==> config.mk <==
export PLATFORM = sky130hd
export DESIGN_NAME = acc_dispatcher
export DESIGN_NICKNAME = d
export VERILOG_FILES = /design/src/hw/acc_disp_pkg.sv /design/src/hw/acc_head_if.sv /design/src/hw/acc_dispatcher.sv /design/src/hw/acc_hazard_ctrl.sv /design/src/hw/mem_op_tracker.sv /design/src/hw/acc_req_dispatch.sv /design/src/hw/acc_spec_tracker.sv /design/src/hw/acc_insn_queue.sv
export VERILOG_INCLUDE_DIRS = /design/src /design/src/include
export SDC_FILE = /design/constraint.sdc
export NUM_CORES = 1
export LEC_CHECK = 0
export BUFFER_PORTS_ARGS = -buffer_cell sky130_fd_sc_hd__buf_2
export CAP_MARGIN = 10
export CORE_ASPECT_RATIO = 1.5
export CORE_MARGIN = 8
export CORE_UTILIZATION = 51
export CTS_CLUSTER_DIAMETER = 100
export DETAILED_ROUTE_END_ITERATION = 6
export HOLD_SLACK_MARGIN = 0.05
export PLACE_DENSITY = 0.85
export SLEW_MARGIN = 5
export SYNTH_ARGS = -nofsm -noshare
export SYNTH_HDL_FRONTEND = slang
export SYNTH_SLANG_ARGS = --single-unit
==> constraint.sdc <==
create_clock -name clk_i -period 10.9 [get_ports clk_i]
set_clock_uncertainty 0.2 [all_clocks]
set_input_delay 2.18 -clock clk_i [delete_from_list [all_inputs] [get_ports clk_i]]
set_output_delay 2.18 -clock clk_i [all_outputs]
set_load 0.03 [all_outputs]
==> src/include/acc_disp_settings.svh <==
/*
 * Widths, depths and counts for the accelerator dispatcher
 */
`ifndef ACC_DISP_SETTINGS_SVH
`define ACC_DISP_SETTINGS_SVH

// Scoreboard transaction IDs
`define ACC_TRANS_ID_W 3
`define ACC_NR_SB_ENTRIES 8
`define ACC_NR_COMMIT_PORTS 2

// Datapath
`define ACC_XLEN 32
`define ACC_INSN_W 32

// Buffering and memory-op counting
`define ACC_QUEUE_DEPTH 3
`define ACC_MEM_CNT_W 3

`endif
==> src/hw/acc_disp_pkg.sv <==
/*
 * Types shared by the dispatcher blocks:
 * functional units, accelerator opcode classes, memory-op kinds
 */
package acc_disp_pkg;

  // Functional unit of an issued or committing instruction
  typedef enum logic [1:0] {
    FU_NONE,
    FU_LOAD,
    FU_STORE,
    FU_ACCEL
  } fu_e;

  // Opcode class of an accelerator instruction
  typedef enum logic [1:0] {
    ACC_OP_ARITH,
    ACC_OP_LOAD,
    ACC_OP_STORE
  } acc_op_e;

  // Index into the per-kind strobe vectors
  typedef enum logic {
    MEM_LOAD  = 1'b0,
    MEM_STORE = 1'b1
  } mem_kind_e;

  // One tracker per memory kind
  localparam int NR_MEM_KINDS = 2;

endpackage

==> src/hw/acc_head_if.sv <==
/*
 * Queue head bundle: head entry, pop request, non-speculative flag
 */
`timescale 1ns/10ps
`include "acc_disp_settings.svh"

interface acc_head_if;

  // Head entry, driven by the queue
  logic                        head_valid;
  logic [`ACC_TRANS_ID_W-1:0]  head_trans_id;
  logic [`ACC_INSN_W-1:0]      head_insn;
  logic [`ACC_XLEN-1:0]        head_rs1;
  logic [`ACC_XLEN-1:0]        head_rs2;
  acc_disp_pkg::acc_op_e       head_op;

  // Request stage takes the head
  logic                        pop;

  // Head ID reached the top of the scoreboard
  logic                        head_cleared;

  modport queue (
    output head_valid, head_trans_id, head_insn, head_rs1, head_rs2, head_op,
    input  pop
  );

  modport tracker (
    input  head_valid, head_trans_id,
    output head_cleared
  );

  modport dispatch (
    input  head_valid, head_trans_id, head_insn, head_rs1, head_rs2, head_op, head_cleared,
    output pop
  );

endinterface

==> src/hw/acc_dispatcher.sv <==
/*
 * Accelerator dispatcher top level: queue, speculation tracker,
 * request register, memory-op trackers, hazard control, response path
 */
`timescale 1ns/10ps
`include "acc_disp_settings.svh"

module acc_dispatcher (
  input  logic                                                 clk_i,
  input  logic                                                 rst_i,
  input  logic                                                 flush_i,
  input  logic                                                 acc_cons_en_i,
  // Issue
  input  logic                                                 issue_hs_i,
  input  acc_disp_pkg::fu_e                                    issue_fu_i,
  input  acc_disp_pkg::acc_op_e                                issue_op_i,
  input  logic [`ACC_TRANS_ID_W-1:0]                           issue_trans_id_i,
  input  logic [`ACC_INSN_W-1:0]                               issue_insn_i,
  input  logic [`ACC_XLEN-1:0]                                 issue_rs1_i,
  input  logic [`ACC_XLEN-1:0]                                 issue_rs2_i,
  output logic                                                 issue_stall_o,
  output logic                                                 acc_valid_ex_o,
  // Commit
  input  logic [`ACC_NR_COMMIT_PORTS-1:0]                      commit_valid_i,
  input  acc_disp_pkg::fu_e [`ACC_NR_COMMIT_PORTS-1:0]         commit_fu_i,
  input  logic [`ACC_NR_COMMIT_PORTS-1:0][`ACC_TRANS_ID_W-1:0] commit_trans_id_i,
  input  logic                                                 commit_st_barrier_i,
  // Accelerator request
  output logic                                                 acc_req_valid_o,
  input  logic                                                 acc_req_ready_i,
  output logic [`ACC_INSN_W-1:0]                               acc_req_insn_o,
  output logic [`ACC_XLEN-1:0]                                 acc_req_rs1_o,
  output logic [`ACC_XLEN-1:0]                                 acc_req_rs2_o,
  output logic [`ACC_TRANS_ID_W-1:0]                           acc_req_trans_id_o,
  // Accelerator response
  input  logic                                                 resp_valid_i,
  input  logic [`ACC_TRANS_ID_W-1:0]                           resp_trans_id_i,
  input  logic [`ACC_XLEN-1:0]                                 resp_result_i,
  input  logic                                                 resp_load_complete_i,
  input  logic                                                 resp_store_complete_i,
  input  logic                                                 resp_store_pending_i,
  // Writeback and controller
  output logic                                                 acc_valid_o,
  output logic [`ACC_TRANS_ID_W-1:0]                           acc_trans_id_o,
  output logic [`ACC_XLEN-1:0]                                 acc_result_o,
  output logic                                                 ctrl_halt_o
);
  import acc_disp_pkg::*;

  acc_head_if head_if ();

  logic                    acc_ready;
  logic                    acc_push;
  logic [NR_MEM_KINDS-1:0] issue_strb;
  logic [NR_MEM_KINDS-1:0] disp_strb;
  logic [NR_MEM_KINDS-1:0] done_strb;
  logic [NR_MEM_KINDS-1:0] mem_idle;

  // Same acceptance as the queue push, marks the ID pending
  assign acc_push = issue_hs_i && (issue_fu_i == FU_ACCEL) && !issue_stall_o && !flush_i;

  acc_insn_queue i_acc_insn_queue (
    .clk_i            (clk_i),
    .rst_i            (rst_i),
    .flush_i          (flush_i),
    .issue_hs_i       (issue_hs_i),
    .issue_fu_i       (issue_fu_i),
    .issue_op_i       (issue_op_i),
    .issue_trans_id_i (issue_trans_id_i),
    .issue_insn_i     (issue_insn_i),
    .issue_rs1_i      (issue_rs1_i),
    .issue_rs2_i      (issue_rs2_i),
    .head_o           (head_if.queue),
    .issue_strb_o     (issue_strb),
    .acc_ready_o      (acc_ready),
    .acc_valid_ex_o   (acc_valid_ex_o)
  );

  acc_spec_tracker i_acc_spec_tracker (
    .clk_i                 (clk_i),
    .rst_i                 (rst_i),
    .flush_i               (flush_i),
    .push_i                (acc_push),
    .push_trans_id_i       (issue_trans_id_i),
    .commit_valid_i        (commit_valid_i),
    .commit_fu_i           (commit_fu_i),
    .commit_trans_id_i     (commit_trans_id_i),
    .head_i                (head_if.tracker),
    .dispatched_i          (acc_req_valid_o),
    .dispatched_trans_id_i (acc_req_trans_id_o)
  );

  acc_req_dispatch i_acc_req_dispatch (
    .clk_i              (clk_i),
    .rst_i              (rst_i),
    .head_i             (head_if.dispatch),
    .acc_req_valid_o    (acc_req_valid_o),
    .acc_req_ready_i    (acc_req_ready_i),
    .acc_req_insn_o     (acc_req_insn_o),
    .acc_req_rs1_o      (acc_req_rs1_o),
    .acc_req_rs2_o      (acc_req_rs2_o),
    .acc_req_trans_id_o (acc_req_trans_id_o),
    .disp_strb_o        (disp_strb)
  );

  // Completions reported by the accelerator
  assign done_strb[MEM_LOAD]  = resp_load_complete_i;
  assign done_strb[MEM_STORE] = resp_store_complete_i;

  for (genvar k = 0; k < NR_MEM_KINDS; k++) begin : g_mem_trk
    mem_op_tracker i_mem_op_tracker (
      .clk_i        (clk_i),
      .rst_i        (rst_i),
      .flush_i      (flush_i),
      .issue_strb_i (issue_strb[k]),
      .disp_strb_i  (disp_strb[k]),
      .done_strb_i  (done_strb[k]),
      .idle_o       (mem_idle[k])
    );
  end

  acc_hazard_ctrl i_acc_hazard_ctrl (
    .clk_i                (clk_i),
    .rst_i                (rst_i),
    .issue_fu_i           (issue_fu_i),
    .acc_cons_en_i        (acc_cons_en_i),
    .acc_ready_i          (acc_ready),
    .mem_idle_i           (mem_idle),
    .commit_st_barrier_i  (commit_st_barrier_i),
    .resp_store_pending_i (resp_store_pending_i),
    .issue_stall_o        (issue_stall_o),
    .ctrl_halt_o          (ctrl_halt_o)
  );

  // Responses go straight to writeback
  assign acc_valid_o    = resp_valid_i;
  assign acc_trans_id_o = resp_trans_id_i;
  assign acc_result_o   = resp_result_i;

endmodule

==> src/hw/acc_hazard_ctrl.sv <==
/*
 * Issue stall selection by functional unit and store-barrier halt
 */
`timescale 1ns/10ps

module acc_hazard_ctrl (
  input  logic                                  clk_i,
  input  logic                                  rst_i,
  input  acc_disp_pkg::fu_e                     issue_fu_i,
  input  logic                                  acc_cons_en_i,
  input  logic                                  acc_ready_i,
  input  logic [acc_disp_pkg::NR_MEM_KINDS-1:0] mem_idle_i,
  input  logic                                  commit_st_barrier_i,
  input  logic                                  resp_store_pending_i,
  output logic                                  issue_stall_o,
  output logic                                  ctrl_halt_o
);
  import acc_disp_pkg::*;

  logic halt_q;

  always_comb begin
    case (issue_fu_i)
      // Queue has no room for another entry
      FU_ACCEL: issue_stall_o = !acc_ready_i;
      // Scalar load behind an accelerator store
      FU_LOAD:  issue_stall_o = acc_cons_en_i && !mem_idle_i[MEM_STORE];
      // Scalar store behind any accelerator memory op
      FU_STORE: issue_stall_o = acc_cons_en_i &&
                                (!mem_idle_i[MEM_STORE] || !mem_idle_i[MEM_LOAD]);
      default:  issue_stall_o = 1'b0;
    endcase
  end

  // Set by a store barrier, held while the accelerator has stores pending
  always_ff @(posedge clk_i) begin
    if (rst_i) begin
      halt_q <= 1'b0;
    end else begin
      halt_q <= (halt_q || commit_st_barrier_i) && resp_store_pending_i;
    end
  end

  assign ctrl_halt_o = halt_q;

endmodule

==> src/hw/mem_op_tracker.sv <==
/*
 * Speculative and dispatched counters for one memory-op kind
 */
`timescale 1ns/10ps
`include "acc_disp_settings.svh"

module mem_op_tracker (
  input  logic clk_i,
  input  logic rst_i,
  input  logic flush_i,
  input  logic issue_strb_i,
  input  logic disp_strb_i,
  input  logic done_strb_i,
  output logic idle_o
);

  // Issued but still flushable
  logic [`ACC_MEM_CNT_W-1:0] spec_cnt_q;
  // Sent to the accelerator, waiting for completion
  logic [`ACC_MEM_CNT_W-1:0] disp_cnt_q;

  always_ff @(posedge clk_i) begin
    if (rst_i || flush_i) begin
      spec_cnt_q <= '0;
    end else if (issue_strb_i && !disp_strb_i) begin
      spec_cnt_q <= spec_cnt_q + 1'b1;
    end else if (disp_strb_i && !issue_strb_i) begin
      spec_cnt_q <= spec_cnt_q - 1'b1;
    end
  end

  // Flush leaves dispatched ops alone
  always_ff @(posedge clk_i) begin
    if (rst_i) begin
      disp_cnt_q <= '0;
    end else if (disp_strb_i && !done_strb_i) begin
      disp_cnt_q <= disp_cnt_q + 1'b1;
    end else if (done_strb_i && !disp_strb_i) begin
      disp_cnt_q <= disp_cnt_q - 1'b1;
    end
  end

  assign idle_o = (spec_cnt_q == '0) && (disp_cnt_q == '0);

endmodule

==> src/hw/acc_req_dispatch.sv <==
/*
 * Fall-through request register toward the accelerator,
 * queue pop and per-kind dispatch strobes
 */
`timescale 1ns/10ps
`include "acc_disp_settings.svh"

module acc_req_dispatch (
  input  logic                                  clk_i,
  input  logic                                  rst_i,
  acc_head_if.dispatch                          head_i,
  output logic                                  acc_req_valid_o,
  input  logic                                  acc_req_ready_i,
  output logic [`ACC_INSN_W-1:0]                acc_req_insn_o,
  output logic [`ACC_XLEN-1:0]                  acc_req_rs1_o,
  output logic [`ACC_XLEN-1:0]                  acc_req_rs2_o,
  output logic [`ACC_TRANS_ID_W-1:0]            acc_req_trans_id_o,
  output logic [acc_disp_pkg::NR_MEM_KINDS-1:0] disp_strb_o
);
  import acc_disp_pkg::*;

  logic                       in_valid;
  logic                       load;
  logic                       reg_valid_q;
  logic [`ACC_INSN_W-1:0]     insn_q;
  logic [`ACC_XLEN-1:0]       rs1_q;
  logic [`ACC_XLEN-1:0]       rs2_q;
  logic [`ACC_TRANS_ID_W-1:0] trans_id_q;

  // Head is offered only once non-speculative
  assign in_valid = head_i.head_valid && head_i.head_cleared;

  // Take the head when the register is empty or drains this cycle
  assign head_i.pop = in_valid && (!reg_valid_q || acc_req_ready_i);

  // Store the head unless it passes straight through
  assign load = head_i.pop && (reg_valid_q || !acc_req_ready_i);

  always_ff @(posedge clk_i) begin
    if (rst_i) begin
      reg_valid_q <= 1'b0;
    end else if (load) begin
      reg_valid_q <= 1'b1;
    end else if (acc_req_ready_i) begin
      reg_valid_q <= 1'b0;
    end
  end

  always_ff @(posedge clk_i) begin
    if (load) begin
      insn_q     <= head_i.head_insn;
      rs1_q      <= head_i.head_rs1;
      rs2_q      <= head_i.head_rs2;
      trans_id_q <= head_i.head_trans_id;
    end
  end

  // Held entry has priority, otherwise fall through
  assign acc_req_valid_o    = reg_valid_q || in_valid;
  assign acc_req_insn_o     = reg_valid_q ? insn_q : head_i.head_insn;
  assign acc_req_rs1_o      = reg_valid_q ? rs1_q : head_i.head_rs1;
  assign acc_req_rs2_o      = reg_valid_q ? rs2_q : head_i.head_rs2;
  assign acc_req_trans_id_o = reg_valid_q ? trans_id_q : head_i.head_trans_id;

  // One strobe per popped load or store
  always_comb begin
    disp_strb_o            = '0;
    disp_strb_o[MEM_LOAD]  = head_i.pop && (head_i.head_op == ACC_OP_LOAD);
    disp_strb_o[MEM_STORE] = head_i.pop && (head_i.head_op == ACC_OP_STORE);
  end

endmodule

==> src/hw/acc_spec_tracker.sv <==
/*
 * Speculation tracker: pending and ready bitmaps per transaction ID,
 * commit-port detection and the head-cleared flag
 */
`timescale 1ns/10ps
`include "acc_disp_settings.svh"

module acc_spec_tracker (
  input  logic                                               clk_i,
  input  logic                                               rst_i,
  input  logic                                               flush_i,
  input  logic                                               push_i,
  input  logic [`ACC_TRANS_ID_W-1:0]                         push_trans_id_i,
  input  logic [`ACC_NR_COMMIT_PORTS-1:0]                    commit_valid_i,
  input  acc_disp_pkg::fu_e [`ACC_NR_COMMIT_PORTS-1:0]       commit_fu_i,
  input  logic [`ACC_NR_COMMIT_PORTS-1:0][`ACC_TRANS_ID_W-1:0] commit_trans_id_i,
  acc_head_if.tracker                                        head_i,
  input  logic                                               dispatched_i,
  input  logic [`ACC_TRANS_ID_W-1:0]                         dispatched_trans_id_i
);
  import acc_disp_pkg::*;

  // Received by the dispatcher, still speculative
  logic [`ACC_NR_SB_ENTRIES-1:0] pending_q;
  logic [`ACC_NR_SB_ENTRIES-1:0] pending_d;
  // Reached the scoreboard head, not yet dispatched
  logic [`ACC_NR_SB_ENTRIES-1:0] ready_q;
  logic [`ACC_NR_SB_ENTRIES-1:0] ready_d;

  logic                       commit;
  logic [`ACC_TRANS_ID_W-1:0] commit_id;
  logic                       commit_hit;

  // First port whose result is not yet valid is the scoreboard head
  always_comb begin : commit_detect
    logic searching;
    searching = 1'b1;
    commit    = 1'b0;
    commit_id = commit_trans_id_i[0];
    for (int p = 0; p < `ACC_NR_COMMIT_PORTS; p++) begin
      if (searching && !commit_valid_i[p]) begin
        searching = 1'b0;
        commit    = commit_fu_i[p] == FU_ACCEL;
        commit_id = commit_trans_id_i[p];
      end
    end
  end

  // Only IDs the dispatcher actually holds count
  assign commit_hit = commit && pending_q[commit_id];

  always_comb begin : bitmap_next
    pending_d = pending_q;
    ready_d   = ready_q;
    if (push_i) begin
      pending_d[push_trans_id_i] = 1'b1;
    end
    if (flush_i) begin
      pending_d = '0;
    end
    // Move from pending to ready
    if (commit_hit) begin
      pending_d[commit_id] = 1'b0;
      ready_d[commit_id]   = 1'b1;
    end
    // Offered to the accelerator
    if (dispatched_i) begin
      ready_d[dispatched_trans_id_i] = 1'b0;
    end
  end

  always_ff @(posedge clk_i) begin
    if (rst_i) begin
      pending_q <= '0;
      ready_q   <= '0;
    end else begin
      pending_q <= pending_d;
      ready_q   <= ready_d;
    end
  end

  // Cleared now or already ready, so the commit cycle can dispatch
  assign head_i.head_cleared = head_i.head_valid &&
                               (ready_q[head_i.head_trans_id] ||
                                (commit_hit && (commit_id == head_i.head_trans_id)));

endmodule

==> src/hw/acc_insn_queue.sv <==
/*
 * Fall-through instruction queue for accelerator operands,
 * issue acceptance level and per-kind issue strobes
 */
`timescale 1ns/10ps
`include "acc_disp_settings.svh"

module acc_insn_queue (
  input  logic                                  clk_i,
  input  logic                                  rst_i,
  input  logic                                  flush_i,
  input  logic                                  issue_hs_i,
  input  acc_disp_pkg::fu_e                     issue_fu_i,
  input  acc_disp_pkg::acc_op_e                 issue_op_i,
  input  logic [`ACC_TRANS_ID_W-1:0]            issue_trans_id_i,
  input  logic [`ACC_INSN_W-1:0]                issue_insn_i,
  input  logic [`ACC_XLEN-1:0]                  issue_rs1_i,
  input  logic [`ACC_XLEN-1:0]                  issue_rs2_i,
  acc_head_if.queue                             head_o,
  output logic [acc_disp_pkg::NR_MEM_KINDS-1:0] issue_strb_o,
  output logic                                  acc_ready_o,
  output logic                                  acc_valid_ex_o
);
  import acc_disp_pkg::*;

  localparam int PTR_W = $clog2(`ACC_QUEUE_DEPTH);
  localparam int CNT_W = $clog2(`ACC_QUEUE_DEPTH + 1);
  localparam logic [PTR_W-1:0] LAST_IDX    = PTR_W'(`ACC_QUEUE_DEPTH - 1);
  localparam logic [CNT_W-1:0] READY_LIMIT = CNT_W'(`ACC_QUEUE_DEPTH - 1);

  // Entry storage
  logic [`ACC_TRANS_ID_W-1:0] trans_id_mem [`ACC_QUEUE_DEPTH];
  logic [`ACC_INSN_W-1:0]     insn_mem     [`ACC_QUEUE_DEPTH];
  logic [`ACC_XLEN-1:0]       rs1_mem      [`ACC_QUEUE_DEPTH];
  logic [`ACC_XLEN-1:0]       rs2_mem      [`ACC_QUEUE_DEPTH];
  acc_op_e                    op_mem       [`ACC_QUEUE_DEPTH];

  logic [PTR_W-1:0] wr_ptr_q;
  logic [PTR_W-1:0] rd_ptr_q;
  logic [CNT_W-1:0] usage_q;
  logic             push;
  logic             pop;

  // Keep one slot spare, the entry in flight is counted late by the issue stage
  assign acc_ready_o = usage_q < READY_LIMIT;

  // Accepted ACCEL issue, dropped on flush
  assign push = issue_hs_i && (issue_fu_i == FU_ACCEL) && acc_ready_o && !flush_i;
  assign pop  = head_o.pop && (usage_q != '0);

  always_ff @(posedge clk_i) begin
    if (rst_i || flush_i) begin
      wr_ptr_q <= '0;
      rd_ptr_q <= '0;
      usage_q  <= '0;
    end else begin
      if (push) begin
        wr_ptr_q <= (wr_ptr_q == LAST_IDX) ? '0 : wr_ptr_q + 1'b1;
      end
      if (pop) begin
        rd_ptr_q <= (rd_ptr_q == LAST_IDX) ? '0 : rd_ptr_q + 1'b1;
      end
      // Usage moves only when one side acts alone
      if (push && !pop) begin
        usage_q <= usage_q + 1'b1;
      end else if (pop && !push) begin
        usage_q <= usage_q - 1'b1;
      end
    end
  end

  // Payload write
  always_ff @(posedge clk_i) begin
    if (push) begin
      trans_id_mem[wr_ptr_q] <= issue_trans_id_i;
      insn_mem[wr_ptr_q]     <= issue_insn_i;
      rs1_mem[wr_ptr_q]      <= issue_rs1_i;
      rs2_mem[wr_ptr_q]      <= issue_rs2_i;
      op_mem[wr_ptr_q]       <= issue_op_i;
    end
  end

  // Execute-stage pulse, one cycle after the handshake
  always_ff @(posedge clk_i) begin
    if (rst_i) begin
      acc_valid_ex_o <= 1'b0;
    end else begin
      acc_valid_ex_o <= push;
    end
  end

  // Head falls through from the read slot
  assign head_o.head_valid    = usage_q != '0;
  assign head_o.head_trans_id = trans_id_mem[rd_ptr_q];
  assign head_o.head_insn     = insn_mem[rd_ptr_q];
  assign head_o.head_rs1      = rs1_mem[rd_ptr_q];
  assign head_o.head_rs2      = rs2_mem[rd_ptr_q];
  assign head_o.head_op       = op_mem[rd_ptr_q];

  // Loads and stores accepted into the queue
  always_comb begin
    issue_strb_o            = '0;
    issue_strb_o[MEM_LOAD]  = push && (issue_op_i == ACC_OP_LOAD);
    issue_strb_o[MEM_STORE] = push && (issue_op_i == ACC_OP_STORE);
  end

endmodule

After elaboration in Yosys (flattened, before gate mapping):

Memories as Yosys holds them, arrays and structs flattened. A register that Yosys moved wholly into a read port is not among the register bits.
Cells that the tools add are included.
Widths: inputs -> output; s select.

* bits in registers: 136
* bits in writable memories: 303
* output and inout bits: 139
* memories kept: 5

* $add $sub $neg: 12
* $lt $le $gt $ge: 8
* equality and inequality tests: 12
* muxes and demuxes: 50
* bitwise logic cells: 6
* reductions and logical operators: 69

Memory list
* i_acc_insn_queue.insn_mem: depth 3, bits a word 32, rd ports 1, clocked after Yosys merged registers in 1, wr ports 1, line acc_insn_queue.sv:33 `` logic [`ACC_INSN_W-1:0] insn_mem [`ACC_QUEUE_DEPTH]; ``
* i_acc_insn_queue.rs1_mem: depth 3, bits a word 32, rd ports 1, clocked after Yosys merged registers in 1, wr ports 1, line acc_insn_queue.sv:34 `` logic [`ACC_XLEN-1:0] rs1_mem [`ACC_QUEUE_DEPTH]; ``
* i_acc_insn_queue.rs2_mem: depth 3, bits a word 32, rd ports 1, clocked after Yosys merged registers in 1, wr ports 1, line acc_insn_queue.sv:35 `` logic [`ACC_XLEN-1:0] rs2_mem [`ACC_QUEUE_DEPTH]; ``
* i_acc_insn_queue.trans_id_mem: depth 3, bits a word 3, rd ports 1, clocked after Yosys merged registers in 1, wr ports 1, line acc_insn_queue.sv:32 `` logic [`ACC_TRANS_ID_W-1:0] trans_id_mem [`ACC_QUEUE_DEPTH]; ``
* i_acc_insn_queue.op_mem: depth 3, bits a word 2, rd ports 1, clocked after Yosys merged registers in 1, wr ports 1, line acc_insn_queue.sv:36 `` acc_op_e op_mem [`ACC_QUEUE_DEPTH]; ``

Operators with widths (count)
* $mux 32: 3
* $mux 8: 5
* $logic_and 1x1->1: 35
* $mux 3: 10
* $mux 2: 14
* $and 8x8->8: 2
* $eq 2x2->1 const B: 8
* $logic_not 1->1: 16
* $lt 3x4->1 const B: 4
* $not 8->8: 2
* $or 8x8->8: 2
* $reduce_bool 2->1: 7
* $add 3x1->3 const B: 4
* $logic_not 3->1: 4
* $mux 1: 12
* $sub 3x1->3 const B: 4
* $demux 1 s3: 3
* $ge 3x1->1 const B: 3
* $logic_or 1x1->1: 7
* $add 2x1->2 const B: 3
* $bmux 1 s3: 2
* $eq 2x1->1 const B: 3
* $eq 3x3->1: 1
* $pmux 1 s3: 1
* other kinds (2): 2

Longest topological paths before layout:

* depth after elaboration: 16
* mapped depth: 16

Cells and area by module:

From an unflattened synthesis, not the netlist that was laid out.

* cell total of the unflattened synthesis: 1135
* area, all modules: 17915.9 um^2

Modules (own cells, without submodules)
* acc_insn_queue: instances 1, cells each 681, area an instance 11544.8 um^2, seq. area each 9278.9 um^2
* acc_req_dispatch: instances 1, cells each 222, area an instance 4291.6 um^2, seq. area each 2992.9 um^2
* acc_spec_tracker: instances 1, cells each 117, area an instance 1039.7 um^2, seq. area each 320.3 um^2
* mem_op_tracker: instances 2, cells each 32, area an instance 320.3 um^2, seq. area each 120.1 um^2
* acc_dispatcher: instances 1, cells each 38, area an instance 282.8 um^2, seq. area each 0.0 um^2
* acc_hazard_ctrl: instances 1, cells each 13, area an instance 116.4 um^2, seq. area each 20.0 um^2

Worst setup path before layout:

No wires, ideal clock.

* path type: input to register
* start: in issue_fu_i[0]
* end: mem i_acc_insn_queue.insn_mem[1][0] (netlist bit), enable pin
* setup time: 708 ps
* data arrival time: 10337 ps
* data required time: 9992 ps
* path slack: -345 ps
* cell stages on the path: 5
* cell sequence: ha_1 nand3b_1 or2_2 clkbuf_1 nor3b_1

* longest elaborated chain between the ends: 6

Ends and longest elaborated chain
* from (decl): line acc_dispatcher.sv:15 `input acc_disp_pkg::fu_e issue_fu_i,`
* $eq 2x2->1: line acc_insn_queue.sv:48 `assign push = issue_hs_i && (issue_fu_i == FU_ACCEL) && acc_ready_o && !flush_i;`
* $logic_and 1x1->1 (3 in series): line acc_insn_queue.sv:48
* $mux 1: line acc_insn_queue.sv:74 `if (push) begin`
* $mux 1 (not written as such): line acc_insn_queue.sv:76 `insn_mem[wr_ptr_q] <= issue_insn_i;`
* to (decl): line acc_insn_queue.sv:33

No other way between the ends.

Worst setup path in the final report:

* start: in commit_valid_i[1]
* end: out acc_req_valid_o

* longest elaborated chain between the ends: 11
* elaborated cells between the ends (all ways): 13
* classes of those cells: 1 x eq/ne; 4 x mux; 8 x reduce/logical

Ends and longest elaborated chain
* from (decl): line acc_dispatcher.sv:24 `` input logic [`ACC_NR_COMMIT_PORTS-1:0] commit_valid_i, ``
* $logic_not 1->1 (*): line acc_spec_tracker.sv:41 `if (searching && !commit_valid_i[p]) begin`
* $logic_and 1x1->1 (*): line acc_spec_tracker.sv:41
* $mux 3: line acc_spec_tracker.sv:41
* $bmux 1 s3: line acc_spec_tracker.sv:50 `assign commit_hit = commit && pending_q[commit_id];`
* $mux 1 (not written as such): line acc_spec_tracker.sv:50
* $logic_and 1x1->1: line acc_spec_tracker.sv:50
* $logic_and 1x1->1 (*): line acc_spec_tracker.sv:85 `(commit_hit && (commit_id == head_i.head_trans_id)));`
* $logic_or 1x1->1 (*): line acc_spec_tracker.sv:84 `(ready_q[head_i.head_trans_id] ||`
* $logic_and 1x1->1 (*): line acc_spec_tracker.sv:83 `assign head_i.head_cleared = head_i.head_valid &&`
* $logic_and 1x1->1 (*): line acc_req_dispatch.sv:31 `assign in_valid = head_i.head_valid && head_i.head_cleared;`
* $logic_or 1x1->1 (*): line acc_req_dispatch.sv:59 `assign acc_req_valid_o = reg_valid_q || in_valid;`
* to (decl): line acc_dispatcher.sv:29 `output logic acc_req_valid_o,`

Mark *: on every way between the ends. The rest lies on a longest branch, timed or not. The select of a mux whose other input is x is not followed.

==> impl_metrics.env <==
export IMPL_cts_hold_buf=0
export IMPL_vias=10100
export IMPL_rsz0062_at_grt="false"
export IMPL_cp_max_fo=8
export IMPL_worstMarginPinSlew_ns=1.12
export IMPL_clkPwrFrac_pct=39.9
export IMPL_switching_power_mw=0.656
export IMPL_p_comb_share_pct=3.6
export IMPL_netlist_instances=1152
export IMPL_cts_sinks=441
export IMPL_post_place_ws_ns=4.29
export IMPL_antenna_found_initial=10
export IMPL_grt_pass1_vias=10400
export IMPL_critPathLaunchType="input pin"
export IMPL_powerDensity_nw_per_um2=160
export IMPL_maxCapViolations=0
export IMPL_drt_antenna_violating_nets=0
export IMPL_die_x_um=169
export IMPL_hold_path_end="i_acc_hazard_ctrl.ctrl_halt_o$_SDFF_PP0_"
export IMPL_ys_flop_type="edfxtp_1"
export IMPL_clk_latency_ns=0.53
export IMPL_route_detailed_wl_per_inst_um=20.6
export IMPL_drc=0
export IMPL_gp_congestion=0.902
export IMPL_synth_edf_count=402
export IMPL_path_cells="buf_2 -> and2b_1 -> o211ai_1 -> a41o_1 -> nor2_2 -> and3_1 -> nor2_1 -> o21bai_1 -> buf_2"
export IMPL_hold_class="reg -> reg"
export IMPL_cts_htree_levels=2
export IMPL_pin_count=300
export IMPL_cts_made_buffers=40
export IMPL_drt_iter0_markers=582
export IMPL_grt_total_usage_pct=18.0
export IMPL_die_area_um2=41500
export IMPL_ir_drop_uv=145
export IMPL_power_leakage_nw=6.83
export IMPL_critPathRequiredTime_ns=8.52
export IMPL_outcome="finished, final reports clean"
export IMPL_cts_setup_buffers=0
export IMPL_core_area_um2=34900
export IMPL_vias_per_cell=5.43
export IMPL_power_frac_seq_pct=56.4
export IMPL_cts_max_path_buffers=3
export IMPL_wl_um=38100
export IMPL_fmax_ghz=0.152
export IMPL_syn_to_final_growth_pct=14.6
export IMPL_clk_pin_slew_worst_paths_ns=0.06
export IMPL_reg2reg_slack_ns=5.87
export IMPL_finalHoldViolCount=0
export IMPL_path_class="in -> out"
export IMPL_grt_max_degree=112
export IMPL_layout_setup_ws_ns=4.31
export IMPL_fin_crit_sh_pct=60.5
export IMPL_syn_nets=1325
export IMPL_tns_ns=0
export IMPL_drive_above_1_share_pct=31.2
export IMPL_period_minus_slack_ns=6.59
export IMPL_drv_slew=0
export IMPL_hpwl_um=24600
export IMPL_ys_ff_latch=441
export IMPL_slowest_delay_ns=0.36
export IMPL_netSwitchingFraction_pct=19.9
export IMPL_root_buffer="clkbuf_16"
export IMPL_power_internal_mw=2.64
export IMPL_syn_cell_area_um2=17900
export IMPL_whs_path_depth=1
export IMPL_ys_types=65
export IMPL_grt_pass1_wl_um=58000
export IMPL_min_from="i_acc_hazard_ctrl.ctrl_halt_o$_SDFF_PP0_"
export IMPL_ctsResizeCount=0
export IMPL_cp_slowest_cell="and2b_1"
export IMPL_ys_async_sr_fraction_pct=0
export IMPL_synth_yosys_warnings=0
export IMPL_reg2regPathDepth=11
export IMPL_nNetsFinal=1517
export IMPL_hold_slack_ns=0.274
export IMPL_timing_rr_end="i_acc_req_dispatch.trans_id_q[2]$_DFFE_PP_"
export IMPL_critPathArrivalTime_ns=4.21
export IMPL_tritoncts="done"
export IMPL_yosysSeqAreaShare_pct=71.7
export IMPL_rows=84
export IMPL_slew_headroom_pct=25.6
export IMPL_initial_core_util_pct=51.4
export IMPL_grt_overflow_total=0
export IMPL_io_buffers=227
export IMPL_drt_pass1_iter_count=7
export IMPL_die_h_um=246
export IMPL_syn_avg_cell_area_um2=15.6
export IMPL_worstSetupEndpointType="primary output"
export IMPL_crit_path_frequent_cell="buf_2"
export IMPL_setup_viol=0
export IMPL_design_power_total_mw=3.29
logic make-up after synthesis:
logic type / count (synthesis) / synth area share [%]
muxes: 209 / 12.6
adders and majority gates: 12 / 1.01
DFF: 441 / 71.7
xor gates and xnor gates: 13 / 0.635
and+or+nand+nor: 195 / 5.03
buffers and inverters: 110 / 3.24
AOI/OAI and AO/OA: 172 / 5.84
power groups by stage:
stage	registers, mW	clock network, mW	logic, mW
after floorplan	1.90	0	0.0890
after global placement	1.89	0	0.114
after detailed placement	1.89	0	0.120
after CTS	1.86	1.35	0.121
after global routing	1.86	1.41	0.130
final	1.86	1.32	0.120
sequential cells by signal, summed over array words and instances, names as in the netlist, named ones only:
signal                                 count
g_mem_trk.i_mem_op_tracker.disp_cnt_q      6
i_acc_req_dispatch.reg_valid_q             1
i_acc_insn_queue.wr_ptr_q                  2
i_acc_req_dispatch.rs1_q                  32
i_acc_spec_tracker.pending_q               8
i_acc_insn_queue.op_mem                    6
i_acc_req_dispatch.rs2_q                  32
i_acc_req_dispatch.trans_id_q              3
i_acc_insn_queue.acc_valid_ex_o            1
i_acc_hazard_ctrl.ctrl_halt_o              1
i_acc_insn_queue.usage_q                   2
i_acc_insn_queue.rs1_mem                  96
i_acc_insn_queue.rd_ptr_q                  2
i_acc_req_dispatch.insn_q                 32
i_acc_insn_queue.trans_id_mem              9
g_mem_trk.i_mem_op_tracker.spec_cnt_q      6
i_acc_insn_queue.rs2_mem                  96
i_acc_spec_tracker.ready_q                 8
i_acc_insn_queue.insn_mem                 96
how the worst max path moves through the flow:
stage                                                 to  slack, ns              start  cells past startpoint
2_1_floorplan  i_acc_insn_queue.insn_mem[0][0]$_DFFE_PP_       0.19      issue_fu_i[0]                      5
3_3_place_gp                             acc_req_valid_o       4.33  commit_valid_i[1]                      9
3_5_place_dp                             acc_req_valid_o       4.29  commit_valid_i[1]                      9
4_1_cts                                  acc_req_valid_o       4.29  commit_valid_i[1]                      9
5_1_grt                                  acc_req_valid_o       4.17  commit_valid_i[1]                      9
6_report                                 acc_req_valid_o       4.31  commit_valid_i[1]                      9
synth_stat cells (3+ instances only):
cell type  count  area, um^2
a21oi_1       20         100
a31oi_1        9        56.3
buf_1          8        30.0
buf_2          4        20.0
buf_4         38         285
clkbuf_1      37         139
dfxtp_1       39         781
edfxtp_1     402       12100
fa_1           4        80.1
ha_1           8         100
inv_1         18        67.6
mux2_2        96        1080
mux2i_1      108        1080
nand2_1      109         409
nand2b_1       4        25.0
nand3_1        5        25.0
nor2_1        23        86.3
nor2b_1        5        31.3
nor3_1        12        60.1
nor3b_1        4        30.0
nor4_1         5        31.3
o211ai_1       3        22.5
o21a_1         3        22.5
o21ai_0      106         531
o221a_2        7        78.8
or2_2          4        25.0
or3_1          6        37.5
xor2_1        12         105
per-layer routing:
metal  vias to the layer above  track usage, %  part of all wire [%]
li1                       4716               -                     -
met1                      4918            19.1                    36
met2                       293            32.7                    53
met3                       134            3.90                   6.1
met4                         4            9.81                   4.4
met5                         -               0                 0.058
cells in the final DEF, fill, tap and decap left out, types with 6 or more instances in the layout:
cell type	count
inv_1	19
buf_4	12
nor2_1	23
o221a_2	7
a21oi_1	20
edfxtp_1	402
a31oi_1	9
mux2i_1	108
or3_1	6
dfxtp_1	36
diode_2	8
o21ai_0	106
clkbuf_1	7
clkbuf_16	40
ha_1	8
xor2_1	12
buf_2	227
mux2_2	96
nor3_1	10
nand2_1	109
per-stage QoR:
stage | instance area (um^2) | instances | util [%]
floorplan | 17900 | 1152 | -
global placement | 19300 | 1775 | 55.3
detailed placement | 19300 | 1775 | 55.3
CTS | 20500 | 1844 | 58.8
global route | 20500 | 1850 | 58.9
finish | 20500 | 1852 | 58.9
layout make-up:
class,count,area (um^2)
inverter,21,83.8
clock buffer,49,1050
clock inverter,20,170
tap,473,592
multi-input combinational,601,4530
sequential,441,12900
fill,2686,14400
antenna,8,20.0
timing repair buffer,239,1230
critical path, delay by kind of cell:
kind / cells / cell delay, ns
buffers and inverters: 2 / 0.37
and+or+nand+nor: 4 / 0.99
AOI/OAI and AO/OA: 3 / 0.67
Note: power is estimated with default switching activity, not from simulation.
